==> src/verilog/icache_maint_defs.svh <==
/*
 * Shared constants of the I-cache maintenance controller:
 * bus widths, bypass acknowledge count, register byte offsets
 * and the marker returned on unmapped reads
 */

`ifndef ICACHE_MAINT_DEFS_SVH
`define ICACHE_MAINT_DEFS_SVH

// Peripheral bus widths
`define ICM_ADDR_W 32
`define ICM_DATA_W 32
`define ICM_ID_W   5

// Banks plus one extra acknowledge line
`define ICM_NB_BYPASS 5

// Register byte offsets, decoded on the low address bits
`define ICM_OFS_BITS      8
`define ICM_OFS_ENABLE    8'h00
`define ICM_OFS_FLUSH     8'h04
`define ICM_OFS_SEL_FLUSH 8'h08

// Read data for offsets with no register behind them
`define ICM_UNMAPPED_RDATA 32'hDEAD_CACE

`endif
==> src/verilog/icache_maint_pkg.sv <==
/*
 * I-cache maintenance types
 *   reg_sel_e, maint_state_e, bank_cmd_t, bank_ack_t
 *   decode_reg  maps a bus address onto a register select
 */

`include "icache_maint_defs.svh"

package icache_maint_pkg;

    typedef enum logic [1:0] {
        REG_ENABLE,
        REG_FLUSH,
        REG_SEL_FLUSH,
        REG_UNMAPPED
    } reg_sel_e;

    typedef enum logic [2:0] {
        ST_IDLE,
        ST_WAIT_ENABLE,
        ST_WAIT_DISABLE,
        ST_WAIT_FLUSH,
        ST_WAIT_SEL_FLUSH
    } maint_state_e;

    // Commands toward the cache banks
    typedef struct packed {
        logic                      bypass_req;
        logic                      flush_req;
        logic                      sel_flush_req;
        logic [`ICM_ADDR_W-1:0]    sel_flush_addr;
    } bank_cmd_t;

    // Acknowledges from the cache banks
    typedef struct packed {
        logic [`ICM_NB_BYPASS-1:0] bypass_ack;  // All low = enabled, all high = bypassed
        logic                      flush_ack;
        logic                      sel_flush_ack;
    } bank_ack_t;

    // Only the low offset bits take part in the decode
    function automatic reg_sel_e decode_reg(input logic [`ICM_ADDR_W-1:0] addr);
        case (addr[`ICM_OFS_BITS-1:0])
            `ICM_OFS_ENABLE:    return REG_ENABLE;
            `ICM_OFS_FLUSH:     return REG_FLUSH;
            `ICM_OFS_SEL_FLUSH: return REG_SEL_FLUSH;
            default:            return REG_UNMAPPED;
        endcase
    endfunction

endpackage

==> src/verilog/periph_bus_pkg.sv <==
/*
 * Peripheral register bus types
 *   periph_req_t  request from the bus master
 *   periph_rsp_t  response back to the bus master
 */

`include "icache_maint_defs.svh"

package periph_bus_pkg;

    // One request, held by the master until granted
    typedef struct packed {
        logic                      req;
        logic [`ICM_ADDR_W-1:0]    addr;
        logic                      wen;   // Low for write, high for read
        logic [`ICM_DATA_W-1:0]    wdata;
        logic [`ICM_DATA_W/8-1:0]  be;
        logic [`ICM_ID_W-1:0]      id;
    } periph_req_t;

    // One response, valid for a single cycle
    typedef struct packed {
        logic                      valid;
        logic                      opc;   // Error flag, zero here
        logic [`ICM_ID_W-1:0]      id;
        logic [`ICM_DATA_W-1:0]    rdata;
    } periph_rsp_t;

endpackage

==> src/verilog/icache_maint_top.sv <==
/*
 * I-cache maintenance controller top level
 * Register block, maintenance FSM and response stage
 */

`timescale 1ns/1ps

`include "icache_maint_defs.svh"

module icache_maint_top
(
    input  logic                         clk_i,
    input  logic                         rst_ni,
    input  periph_bus_pkg::periph_req_t  req_i,
    output logic                         gnt_o,
    output periph_bus_pkg::periph_rsp_t  rsp_o,
    output icache_maint_pkg::bank_cmd_t  bank_cmd_o,
    input  icache_maint_pkg::bank_ack_t  bank_ack_i
);

    icache_maint_pkg::bank_cmd_t  regs_cmd;
    logic [`ICM_DATA_W-1:0]       rdata;
    logic                         wr_en;
    logic                         flush_done;
    logic                         sel_flush_req;
    logic                         respond;
    logic                         accept;

    assign accept = req_i.req & gnt_o;   // Handshake completes this cycle

    always_comb
    begin
        bank_cmd_o               = regs_cmd;
        bank_cmd_o.sel_flush_req = sel_flush_req;
    end

    icache_maint_regs i_regs (
        .clk_i        ( clk_i      ),
        .rst_ni       ( rst_ni     ),
        .req_i        ( req_i      ),
        .wr_en_i      ( wr_en      ),
        .flush_done_i ( flush_done ),
        .rdata_o      ( rdata      ),
        .cmd_o        ( regs_cmd   )
    );

    icache_maint_fsm i_fsm (
        .clk_i           ( clk_i         ),
        .rst_ni          ( rst_ni        ),
        .req_i           ( req_i         ),
        .ack_i           ( bank_ack_i    ),
        .gnt_o           ( gnt_o         ),
        .wr_en_o         ( wr_en         ),
        .flush_done_o    ( flush_done    ),
        .sel_flush_req_o ( sel_flush_req ),
        .respond_o       ( respond       )
    );

    periph_resp_stage i_resp (
        .clk_i     ( clk_i   ),
        .rst_ni    ( rst_ni  ),
        .req_i     ( req_i   ),
        .accept_i  ( accept  ),
        .respond_i ( respond ),
        .rdata_i   ( rdata   ),
        .rsp_o     ( rsp_o   )
    );

endmodule

==> src/verilog/periph_resp_stage.sv <==
/*
 * Registered response stage of the peripheral bus
 * Keeps the id of the accepted request and returns it with
 * the read data one cycle after the respond strobe
 */

`timescale 1ns/1ps

`include "icache_maint_defs.svh"

module periph_resp_stage
(
    input  logic                         clk_i,
    input  logic                         rst_ni,
    input  periph_bus_pkg::periph_req_t  req_i,
    input  logic                         accept_i,
    input  logic                         respond_i,
    input  logic [`ICM_DATA_W-1:0]       rdata_i,
    output periph_bus_pkg::periph_rsp_t  rsp_o
);

    logic [`ICM_ID_W-1:0]    id_q;   // Id of the transaction in flight
    logic                    valid_q;
    logic [`ICM_ID_W-1:0]    rsp_id_q;
    logic [`ICM_DATA_W-1:0]  rdata_q;

    always_ff @(posedge clk_i, negedge rst_ni)
    begin
        if (!rst_ni)
        begin
            valid_q  <= 1'b0;
            id_q     <= '0;
            rsp_id_q <= '0;
            rdata_q  <= '0;
        end
        else
        begin
            valid_q <= respond_i;
            if (accept_i)
                id_q <= req_i.id;
            if (respond_i)
            begin
                // Reads respond in their accept cycle, so take the live id
                rsp_id_q <= accept_i ? req_i.id : id_q;
                rdata_q  <= rdata_i;
            end
        end
    end

    always_comb
    begin
        rsp_o       = '0;   // Opcode bit stays zero
        rsp_o.valid = valid_q;
        rsp_o.id    = rsp_id_q;
        rsp_o.rdata = rdata_q;
    end

    // Exactly one valid cycle per response
    assert property (@(posedge clk_i) disable iff (!rst_ni)
        rsp_o.valid |=> !rsp_o.valid)
    else $error("response valid held for two cycles");

endmodule

==> src/verilog/icache_maint_fsm.sv <==
/*
 * Maintenance FSM
 * Grants bus requests in idle, starts register writes and waits
 * for the bank acknowledges before pulsing the respond strobe
 */

`timescale 1ns/1ps

module icache_maint_fsm
(
    input  logic                         clk_i,
    input  logic                         rst_ni,
    input  periph_bus_pkg::periph_req_t  req_i,
    input  icache_maint_pkg::bank_ack_t  ack_i,
    output logic                         gnt_o,
    output logic                         wr_en_o,
    output logic                         flush_done_o,
    output logic                         sel_flush_req_o,
    output logic                         respond_o
);

    icache_maint_pkg::maint_state_e  state_q;
    icache_maint_pkg::maint_state_e  state_d;
    icache_maint_pkg::reg_sel_e      reg_sel;

    assign reg_sel = icache_maint_pkg::decode_reg(req_i.addr);

    // Only idle accepts a new transaction
    assign gnt_o = (state_q == icache_maint_pkg::ST_IDLE);

    always_comb
    begin
        state_d         = state_q;
        wr_en_o         = 1'b0;
        flush_done_o    = 1'b0;
        sel_flush_req_o = 1'b0;
        respond_o       = 1'b0;

        case (state_q)
            icache_maint_pkg::ST_IDLE:
            begin
                if (req_i.req && req_i.wen)
                begin
                    respond_o = 1'b1;   // Reads answer right away
                end
                else if (req_i.req)
                begin
                    wr_en_o = 1'b1;
                    case (reg_sel)
                        icache_maint_pkg::REG_ENABLE:
                        begin
                            // Bit 0 is the enable flag
                            if (req_i.wdata[0] == 1'b0)
                                state_d = icache_maint_pkg::ST_WAIT_DISABLE;
                            else
                                state_d = icache_maint_pkg::ST_WAIT_ENABLE;
                        end
                        icache_maint_pkg::REG_FLUSH:
                        begin
                            state_d = icache_maint_pkg::ST_WAIT_FLUSH;
                        end
                        icache_maint_pkg::REG_SEL_FLUSH:
                        begin
                            state_d = icache_maint_pkg::ST_WAIT_SEL_FLUSH;
                        end
                        default:
                        begin
                            respond_o = 1'b1;   // Unmapped write, no bank work
                        end
                    endcase
                end
            end

            icache_maint_pkg::ST_WAIT_ENABLE:
            begin
                if (~|ack_i.bypass_ack)   // Every bank out of bypass
                begin
                    respond_o = 1'b1;
                    state_d   = icache_maint_pkg::ST_IDLE;
                end
            end

            icache_maint_pkg::ST_WAIT_DISABLE:
            begin
                if (&ack_i.bypass_ack)    // Every bank bypassed
                begin
                    respond_o = 1'b1;
                    state_d   = icache_maint_pkg::ST_IDLE;
                end
            end

            icache_maint_pkg::ST_WAIT_FLUSH:
            begin
                if (ack_i.flush_ack)
                begin
                    respond_o    = 1'b1;
                    flush_done_o = 1'b1;
                    state_d      = icache_maint_pkg::ST_IDLE;
                end
            end

            icache_maint_pkg::ST_WAIT_SEL_FLUSH:
            begin
                sel_flush_req_o = 1'b1;   // Held for the whole wait
                if (ack_i.sel_flush_ack)
                begin
                    respond_o = 1'b1;
                    state_d   = icache_maint_pkg::ST_IDLE;
                end
            end

            default:
            begin
                state_d = icache_maint_pkg::ST_IDLE;
            end
        endcase
    end

    always_ff @(posedge clk_i, negedge rst_ni)
    begin
        if (!rst_ni)
            state_q <= icache_maint_pkg::ST_IDLE;
        else
            state_q <= state_d;
    end

    // A mapped write closes the bus for its bank operation
    assert property (@(posedge clk_i) disable iff (!rst_ni)
        (req_i.req && gnt_o && !req_i.wen && (reg_sel != icache_maint_pkg::REG_UNMAPPED))
            |=> !gnt_o)
    else $error("grant still given after a bank write was accepted");

    // Bus stays closed until the completing respond strobe
    assert property (@(posedge clk_i) disable iff (!rst_ni)
        (!gnt_o && !respond_o) |=> !gnt_o)
    else $error("grant returned before the bank operation completed");

endmodule

==> src/verilog/icache_maint_regs.sv <==
/*
 * Register block of the I-cache maintenance controller
 * Holds enable, flush and selective-flush address, decodes writes,
 * clears the flush bit on completion and muxes the read data
 */

`timescale 1ns/1ps

`include "icache_maint_defs.svh"

module icache_maint_regs
(
    input  logic                         clk_i,
    input  logic                         rst_ni,
    input  periph_bus_pkg::periph_req_t  req_i,
    input  logic                         wr_en_i,       // Write accepted this cycle
    input  logic                         flush_done_i,  // Flush acknowledged by banks
    output logic [`ICM_DATA_W-1:0]       rdata_o,
    output icache_maint_pkg::bank_cmd_t  cmd_o
);

    icache_maint_pkg::reg_sel_e  reg_sel;

    logic                        enable_q;
    logic                        flush_q;
    logic [`ICM_ADDR_W-1:0]      sel_flush_addr_q;

    assign reg_sel = icache_maint_pkg::decode_reg(req_i.addr);

    // Software visible registers
    always_ff @(posedge clk_i, negedge rst_ni)
    begin
        if (!rst_ni)
        begin
            enable_q         <= 1'b0;   // Banks start bypassed
            flush_q          <= 1'b0;
            sel_flush_addr_q <= '0;
        end
        else if (wr_en_i)
        begin
            case (reg_sel)
                icache_maint_pkg::REG_ENABLE:
                begin
                    enable_q <= req_i.wdata[0];
                end
                icache_maint_pkg::REG_FLUSH:
                begin
                    flush_q <= req_i.wdata[0];
                end
                icache_maint_pkg::REG_SEL_FLUSH:
                begin
                    sel_flush_addr_q <= req_i.wdata;
                end
                default:
                begin
                    // Unmapped write, nothing stored
                end
            endcase
        end
        else if (flush_done_i)
        begin
            flush_q <= 1'b0;   // Self clearing once banks are done
        end
    end

    // Read data, sampled by the response stage
    always_comb
    begin
        case (reg_sel)
            icache_maint_pkg::REG_ENABLE:
            begin
                rdata_o = {{(`ICM_DATA_W-1){1'b0}}, enable_q};
            end
            icache_maint_pkg::REG_FLUSH:
            begin
                rdata_o = {{(`ICM_DATA_W-1){1'b0}}, flush_q};
            end
            icache_maint_pkg::REG_SEL_FLUSH:
            begin
                rdata_o = sel_flush_addr_q;
            end
            default:
            begin
                rdata_o = `ICM_UNMAPPED_RDATA;
            end
        endcase
    end

    // Bank commands driven straight from the registers
    always_comb
    begin
        cmd_o                = '0;
        cmd_o.bypass_req     = ~enable_q;
        cmd_o.flush_req      = flush_q;
        cmd_o.sel_flush_addr = sel_flush_addr_q;
        cmd_o.sel_flush_req  = 1'b0;   // Merged in at top level from the FSM
    end

    // Flush completion only comes from a wait state, never with a new write
    assert property (@(posedge clk_i) disable iff (!rst_ni)
        !(flush_done_i && wr_en_i))
    else $error("flush_done_i coincides with a register write");

endmodule

==> config.mk <==
export PLATFORM = sky130hd
export DESIGN_NAME = icache_maint_top
export DESIGN_NICKNAME = d
export VERILOG_FILES = /design/src/verilog/icache_maint_pkg.sv /design/src/verilog/periph_bus_pkg.sv /design/src/verilog/icache_maint_top.sv /design/src/verilog/periph_resp_stage.sv /design/src/verilog/icache_maint_fsm.sv /design/src/verilog/icache_maint_regs.sv
export VERILOG_INCLUDE_DIRS = /design/src /design/src/verilog
export SDC_FILE = /design/constraint.sdc
export NUM_CORES = 1
export LEC_CHECK = 0
export BUFFER_PORTS_ARGS = -buffer_cell sky130_fd_sc_hd__buf_2
export CORE_ASPECT_RATIO = 0.5
export CORE_UTILIZATION = 43
export CTS_CLUSTER_SIZE = 24
export DETAILED_ROUTE_END_ITERATION = 8
export PLACE_DENSITY = 0.76
export SYNTH_ARGS = -nofsm -noshare
export SYNTH_HDL_FRONTEND = slang
export SYNTH_SLANG_ARGS = --single-unit
export TNS_END_PERCENT = 30
==> constraint.sdc <==
create_clock -name clk_i -period 1.8 [get_ports clk_i]
set_input_delay 0.18 -clock clk_i [delete_from_list [all_inputs] [get_ports clk_i]]
set_output_delay 0.18 -clock clk_i [all_outputs]
set_load 0.005 [all_outputs]
After elaboration in Yosys (flattened, before gate mapping)
Index checks and enable logic that the tools add are counted.

operators by class
  eq/ne operators = 16
  multiplexer cells = 28
  bitwise operators = 2
  reduce and logical (&&, ||, !) cells = 12

operators by type and width
  operator            number
  $pmux 32 s3         1
  $mux 3              6
  $mux 1              15
  $pmux 3 s5          1
  $ne 2x2->1 const B  6
  $pmux 3 s3          1
  $eq 8x3->1 const B  1
  $eq 8x4->1 const B  1
  $logic_not 8->1     1
  $reduce_and 7->1    1
  $eq 3x2->1 const B  2
  $pmux 2 s3          1
  $reduce_and 2->1    3
  $mux 5              1
  $pmux 1 s5          1
  $reduce_and 5->1    1
  $reduce_or 5->1     1
  $ne 4x1->1 const B  1
  $eq 3x1->1 const B  1
  $eq 3x3->1 const B  1
  $logic_not 3->1     1
  $reduce_or 3->1     1
  $eq 2x1->1 const B  1
  $eq 2x2->1 const B  1
  other kinds (7)     7

storage, ports and cells
  register bits after elaboration = 80
  bits of input ports = 84
  output and inout port bits = 75

Longest topological paths before layout
  depth after elaboration = 8
  gate-level depth with buffers = 9

Modules after synthesis
From an unflattened synthesis, not the netlist that was laid out.

second synthesis, totals
  cells, all modules = 297
  area, all modules = 3801.1 um^2

by module, submodules not included
  module             times used  cells an instance  area each (um^2)  seq. area each (um^2)
  icache_maint_regs  1           150                1799.2            850.8
  periph_resp_stage  1           92                 1606.5            1076.0
  icache_maint_fsm   1           53                 381.6             75.1
  icache_maint_top   1           2                  13.8              0.0

Worst setup path before layout
Ideal clock, no wire load.

  path type = input port to flip-flop
  start point = input port req_i[43] (netlist name)
  end point = register i_resp.rdata_q[0]
  library setup time = 0.128 ns
  data arrival time = 1.878 ns
  required time = 1.672 ns
  setup slack = -0.205 ns
  stages = 8
  path buffers = 1
  cells stage by stage = nor4_1 nand4b_1 ha_1 buf_2 a22oi_1 and2_1 a211oi_1 mux2_1

on the way
  cells in the longest elaborated chain, start to end = 8
  elaborated cells between the ends (all ways) = 13
  those cells by class = eq/ne (4); mux (6); reduce/logical (3)

RTL lines
  what                                      line                                             RTL
  start: declaration                        icache_maint_top.sv:14                           input periph_bus_pkg::periph_req_t req_i,
  $eq 8x4->1, or another cell as far along  icache_maint_pkg.sv:43                           case (addr[`ICM_OFS_BITS-1:0])
  $pmux 2 s3 *                              icache_maint_pkg.sv:43
  $eq 2x1->1, or another cell as far along  icache_maint_fsm.sv:49, icache_maint_regs.sv:69
  $reduce_or 3->1 (no source line)          -
  $mux 1                                    icache_maint_fsm.sv:49                           case (reg_sel)
  $mux 1                                    icache_maint_fsm.sv:46                           else if (req_i.req)
  $mux 1                                    icache_maint_fsm.sv:42                           if (req_i.req && req_i.wen)
  $pmux 1 s5                                icache_maint_fsm.sv:39                           case (state_q)
  end signal: assignment                    periph_resp_stage.sv:45                          rdata_q <= rdata_i;
  end: declaration                          periph_resp_stage.sv:25                          logic [`ICM_DATA_W-1:0] rdata_q;

Mark *: on every way between the ends. The rest lies on a longest branch, timed or not.
A chain may end at the register's enable or synchronous reset.

Worst setup path after layout
  start point = register i_fsm.state_q[2]
  end point = register i_resp.rdata_q[0]

on the way
  cells in the longest elaborated chain, start to end = 2
  elaborated cells between the ends (all ways) = 6
  those cells by class = eq/ne (4); mux (1); reduce/logical (1)

RTL lines
  what                                      line                     RTL
  start: declaration                        icache_maint_fsm.sv:22   icache_maint_pkg::maint_state_e state_q;
  start signal: assignment                  icache_maint_fsm.sv:122  state_q <= icache_maint_pkg::ST_IDLE;
  start signal: assignment                  icache_maint_fsm.sv:124  state_q <= state_d;
  $eq 3x3->1, or another cell as far along  icache_maint_fsm.sv:39
  $pmux 1 s5 *                              icache_maint_fsm.sv:39

Marked as above.

==> results.txt <==
Syn Nets - 380
Final wirelength - 8.57 mm
Gr usage total - 19.0%
Most frequent cell after synthesis - dfrtp_1
CTS Sinks - 80
H-tree depth - 3
GR Overflow Total - 0
Cell Pwr Density - 897 nW/um^2
Max rail drop VDD - 514 uV
Period minus WS final - 1.86 ns
Worst Setup Start Kind - flip-flop
CP delay by family, top - flip-flops
Largest net degree at the start of global routing - 38
Pins over their slew limit - 0
Fmax - 537 MHz
Max-cap violations - 0
Clk_lat worst skew - 0.33 ns
CTS tree - yes
DR vias/cell - 4.90
Root buf cell - clkbuf_16
Synthesized area per cell - 12.7 sq um
R2R cell count - 6
Routability Congestion - 0.804
ANT nets after route - 0
Reg-to-Reg Start - i_fsm.state_q[2]
Synth top cells by count - 80 x dfrtp_1, 34 x inv_1, 31 x mux2i_1
Class of the worst hold path - input port to flip-flop
Critical path class - flip-flop to flip-flop
1st-pass router iterations - 4
Worst path depth - 6
First-pass GRT wire length - 12.9 mm
Die span in x - 134 um
Die ar. - 9050 sq um
# fillers - 655
Initial antenna violation count - 0
Total CTS buffers - 9
Worst-margin pin slew - 0.506 ns
Asr flop ratio synth - 100%
Worst hold margin - 0.0756 ns
Worst-path cell chain - buf_4 > nor3b_2 > a221oi_1 > nand4_1 > buf_6 > mux2_1
Violated checks - negative setup slack
Dominant synthesized flop cell - dfrtp_1
Synth top area cells - dfrtp_1 54%, mux2_4 12%, mux2i_1 8.3%
CP max stage delay - 0.42 ns
FP Rows - 23
Hold Vio Cnt, Final - 0
Syn Inst Count - 293
Endpoints failing setup - 64
WL per Instance - 15.2 um
Synth Register Bits - 80
Final cycle utilization of the critical path - 103%
Vias in the first global route - 2,533
N_diodes - 0
Number of synthesized flops with an enable pin - 0
Ys Warns - 0
PortBufs - 129
Worst-path fanout max - 7
I/O pin total - 159
Core Area - 8200 sq um
Post-route DRC - 0
Count of different cell masters after synthesis - 41
Clock slew at reported path FFs - 0.06 ns
Post-Syn Area - 3720 sq um
Clock tree buffer depth - 2
Post-synthesis sequential area ratio - 53.8%
Setup TNS - -1.81 ns
Pwr Total - 0.00461 W
Die height - 67.8 um
Worst path slowest cell - dfrtp_1
WP data required - 2.02 ns
Vias - 2,769
Worst Path Buf+Inv - 2
Pleak - 2.84 nW
Synthesis-to-finish area growth - 38.0%
Fraction of layout cells with a size suffix above 1 - 49.4%
R2r setup slk - -0.06 ns
DPL Wire Length - 5.96 mm
RR Endpoint - i_resp.rdata_q[0]
RSZ-0062 raised after global routing - true
Slew margin rel. - 66.3%
Critical Path End - i_resp.rdata_q[0]
Worst EP arrival - 2.08 ns
PnR worst setup slack - -0.0606 ns
Cell taking the most area after synthesis - dfrtp_1
Status - complete, but fails checks
Place WS - -0.224 ns
Clk_skew - 0.00695 ns
Effective utilization at floorplan - 45.4%
Crit path launch - i_fsm.state_q[2]
Starting DRT DRC Count - 120
Yosys top cell area share - 53.8%
Final net count - 535
CP Capture Type - flip-flop
==> worst register-to-register path, cell delays in order (launching register included) <==
cell      delay [ns]
dfrtp_1         0.42
buf_4           0.16
nor3b_2         0.15
a221oi_1        0.29
nand4_1         0.21
buf_6           0.20
mux2_1          0.31
==> sequential cells by signal (all words and copies together) (netlist names) <==
register                 count
i_regs.sel_flush_addr_q     32
i_resp.rdata_q              32
i_resp.id_q                  5
i_resp.rsp_id_q              5
i_fsm.state_q                3
i_regs.enable_q              1
i_regs.flush_q               1
i_resp.valid_q               1
==> worst min-delay path by stage <==
stage / startpoint / end / slack [ns] / depth (start not counted)
6_report: req_i[33] / i_regs.sel_flush_addr_q[24] / 0.08 / 2
5_1_grt: req_i[26] / i_regs.sel_flush_addr_q[17] / 0.06 / 2
4_1_cts: req_i[33] / i_regs.sel_flush_addr_q[24] / 0.06 / 2
3_5_place_dp: rst_ni / i_regs.sel_flush_addr_q[7] / 0.18 / 1
3_3_place_gp: rst_ni / i_regs.sel_flush_addr_q[7] / 0.17 / 1
2_1_floorplan: rst_ni / i_fsm.state_q[0] / -0.12 / 0
==> metal layers <==
layer	global-route usage, %	part of all wire, %	up-vias
met1	23.8	44	1379
met2	32.2	50	65
met3	4.65	4.1	13
met5	0	0	-
li1	-	-	1312
met4	7.24	1.3	0
==> kinds of logic after synthesis <==
group	after synthesis	synth area share, %
fa+ha+maj	3	1.01
other cells	1	0.101
compound gates	36	5.72
flops	80	53.8
simple gates	45	7.57
mux	76	24.9
buf+inv	52	6.93
==> placed cells by master, fill, tap and decap left out, types with 3 or more instances in the layout <==
cell and instances:
mux2_2 5, nand4b_1 4, mux2_4 32, buf_6 3, or4_4 3, a21oi_1 22
o21ai_1 4, dfrtp_1 79, buf_2 128, buf_12 7, nor2b_1 4, clkbuf_1 3
buf_4 21, nand2_1 16, nor2_1 4, clkbuf_16 10, mux2i_1 31, inv_1 34
mux2_1 8
==> metrics by stage <==
| step | util [%] | cell area [sq um] | cells |
|---|---|---|---|
| floorplan | - | 3740 | 293 |
| global placement | 57.1 | 4680 | 542 |
| detailed placement | 57.1 | 4680 | 542 |
| CTS | 61.9 | 5070 | 561 |
| global route | 62.6 | 5130 | 565 |
| finish | 62.6 | 5130 | 565 |
==> layout make-up <==
class / count / area [sq um] / area share, %
clock buffer: 12 / 236 / 4.61
clock inverter: 4 / 70.1 / 1.36
sequential: 80 / 2000 / 39.0
inverter: 34 / 128 / 2.49
tap: 112 / 140 / 2.73
multi-input combinational: 161 / 1520 / 29.6
timing repair buffer: 162 / 1030 / 20.2
==> power by group <==
| group | leakage, nW | internal [W] | switching (W) |
|---|---|---|---|
| Sequential | 0.987 | 0.00193 | 0.0000652 |
| Clock | 0.151 | 0.00121 | 0.000673 |
| Combinational | 1.70 | 0.000417 | 0.000315 |
==> timing repair <==
| item | in CTS | in global routing |
|---|---|---|
| gates resized for setup | 10 | 2 |
| endpoints found under the setup margin | 42 | 68 |
| cloned | 1 | 1 |
| pin swaps | 3 | 2 |
| hold buffers | 1 | 0 |
| setup buffers | 1 | 3 |
| hold endpoints to repair | 35 | 0 |
No activity file was read; power rests on OpenSTA's default activity.
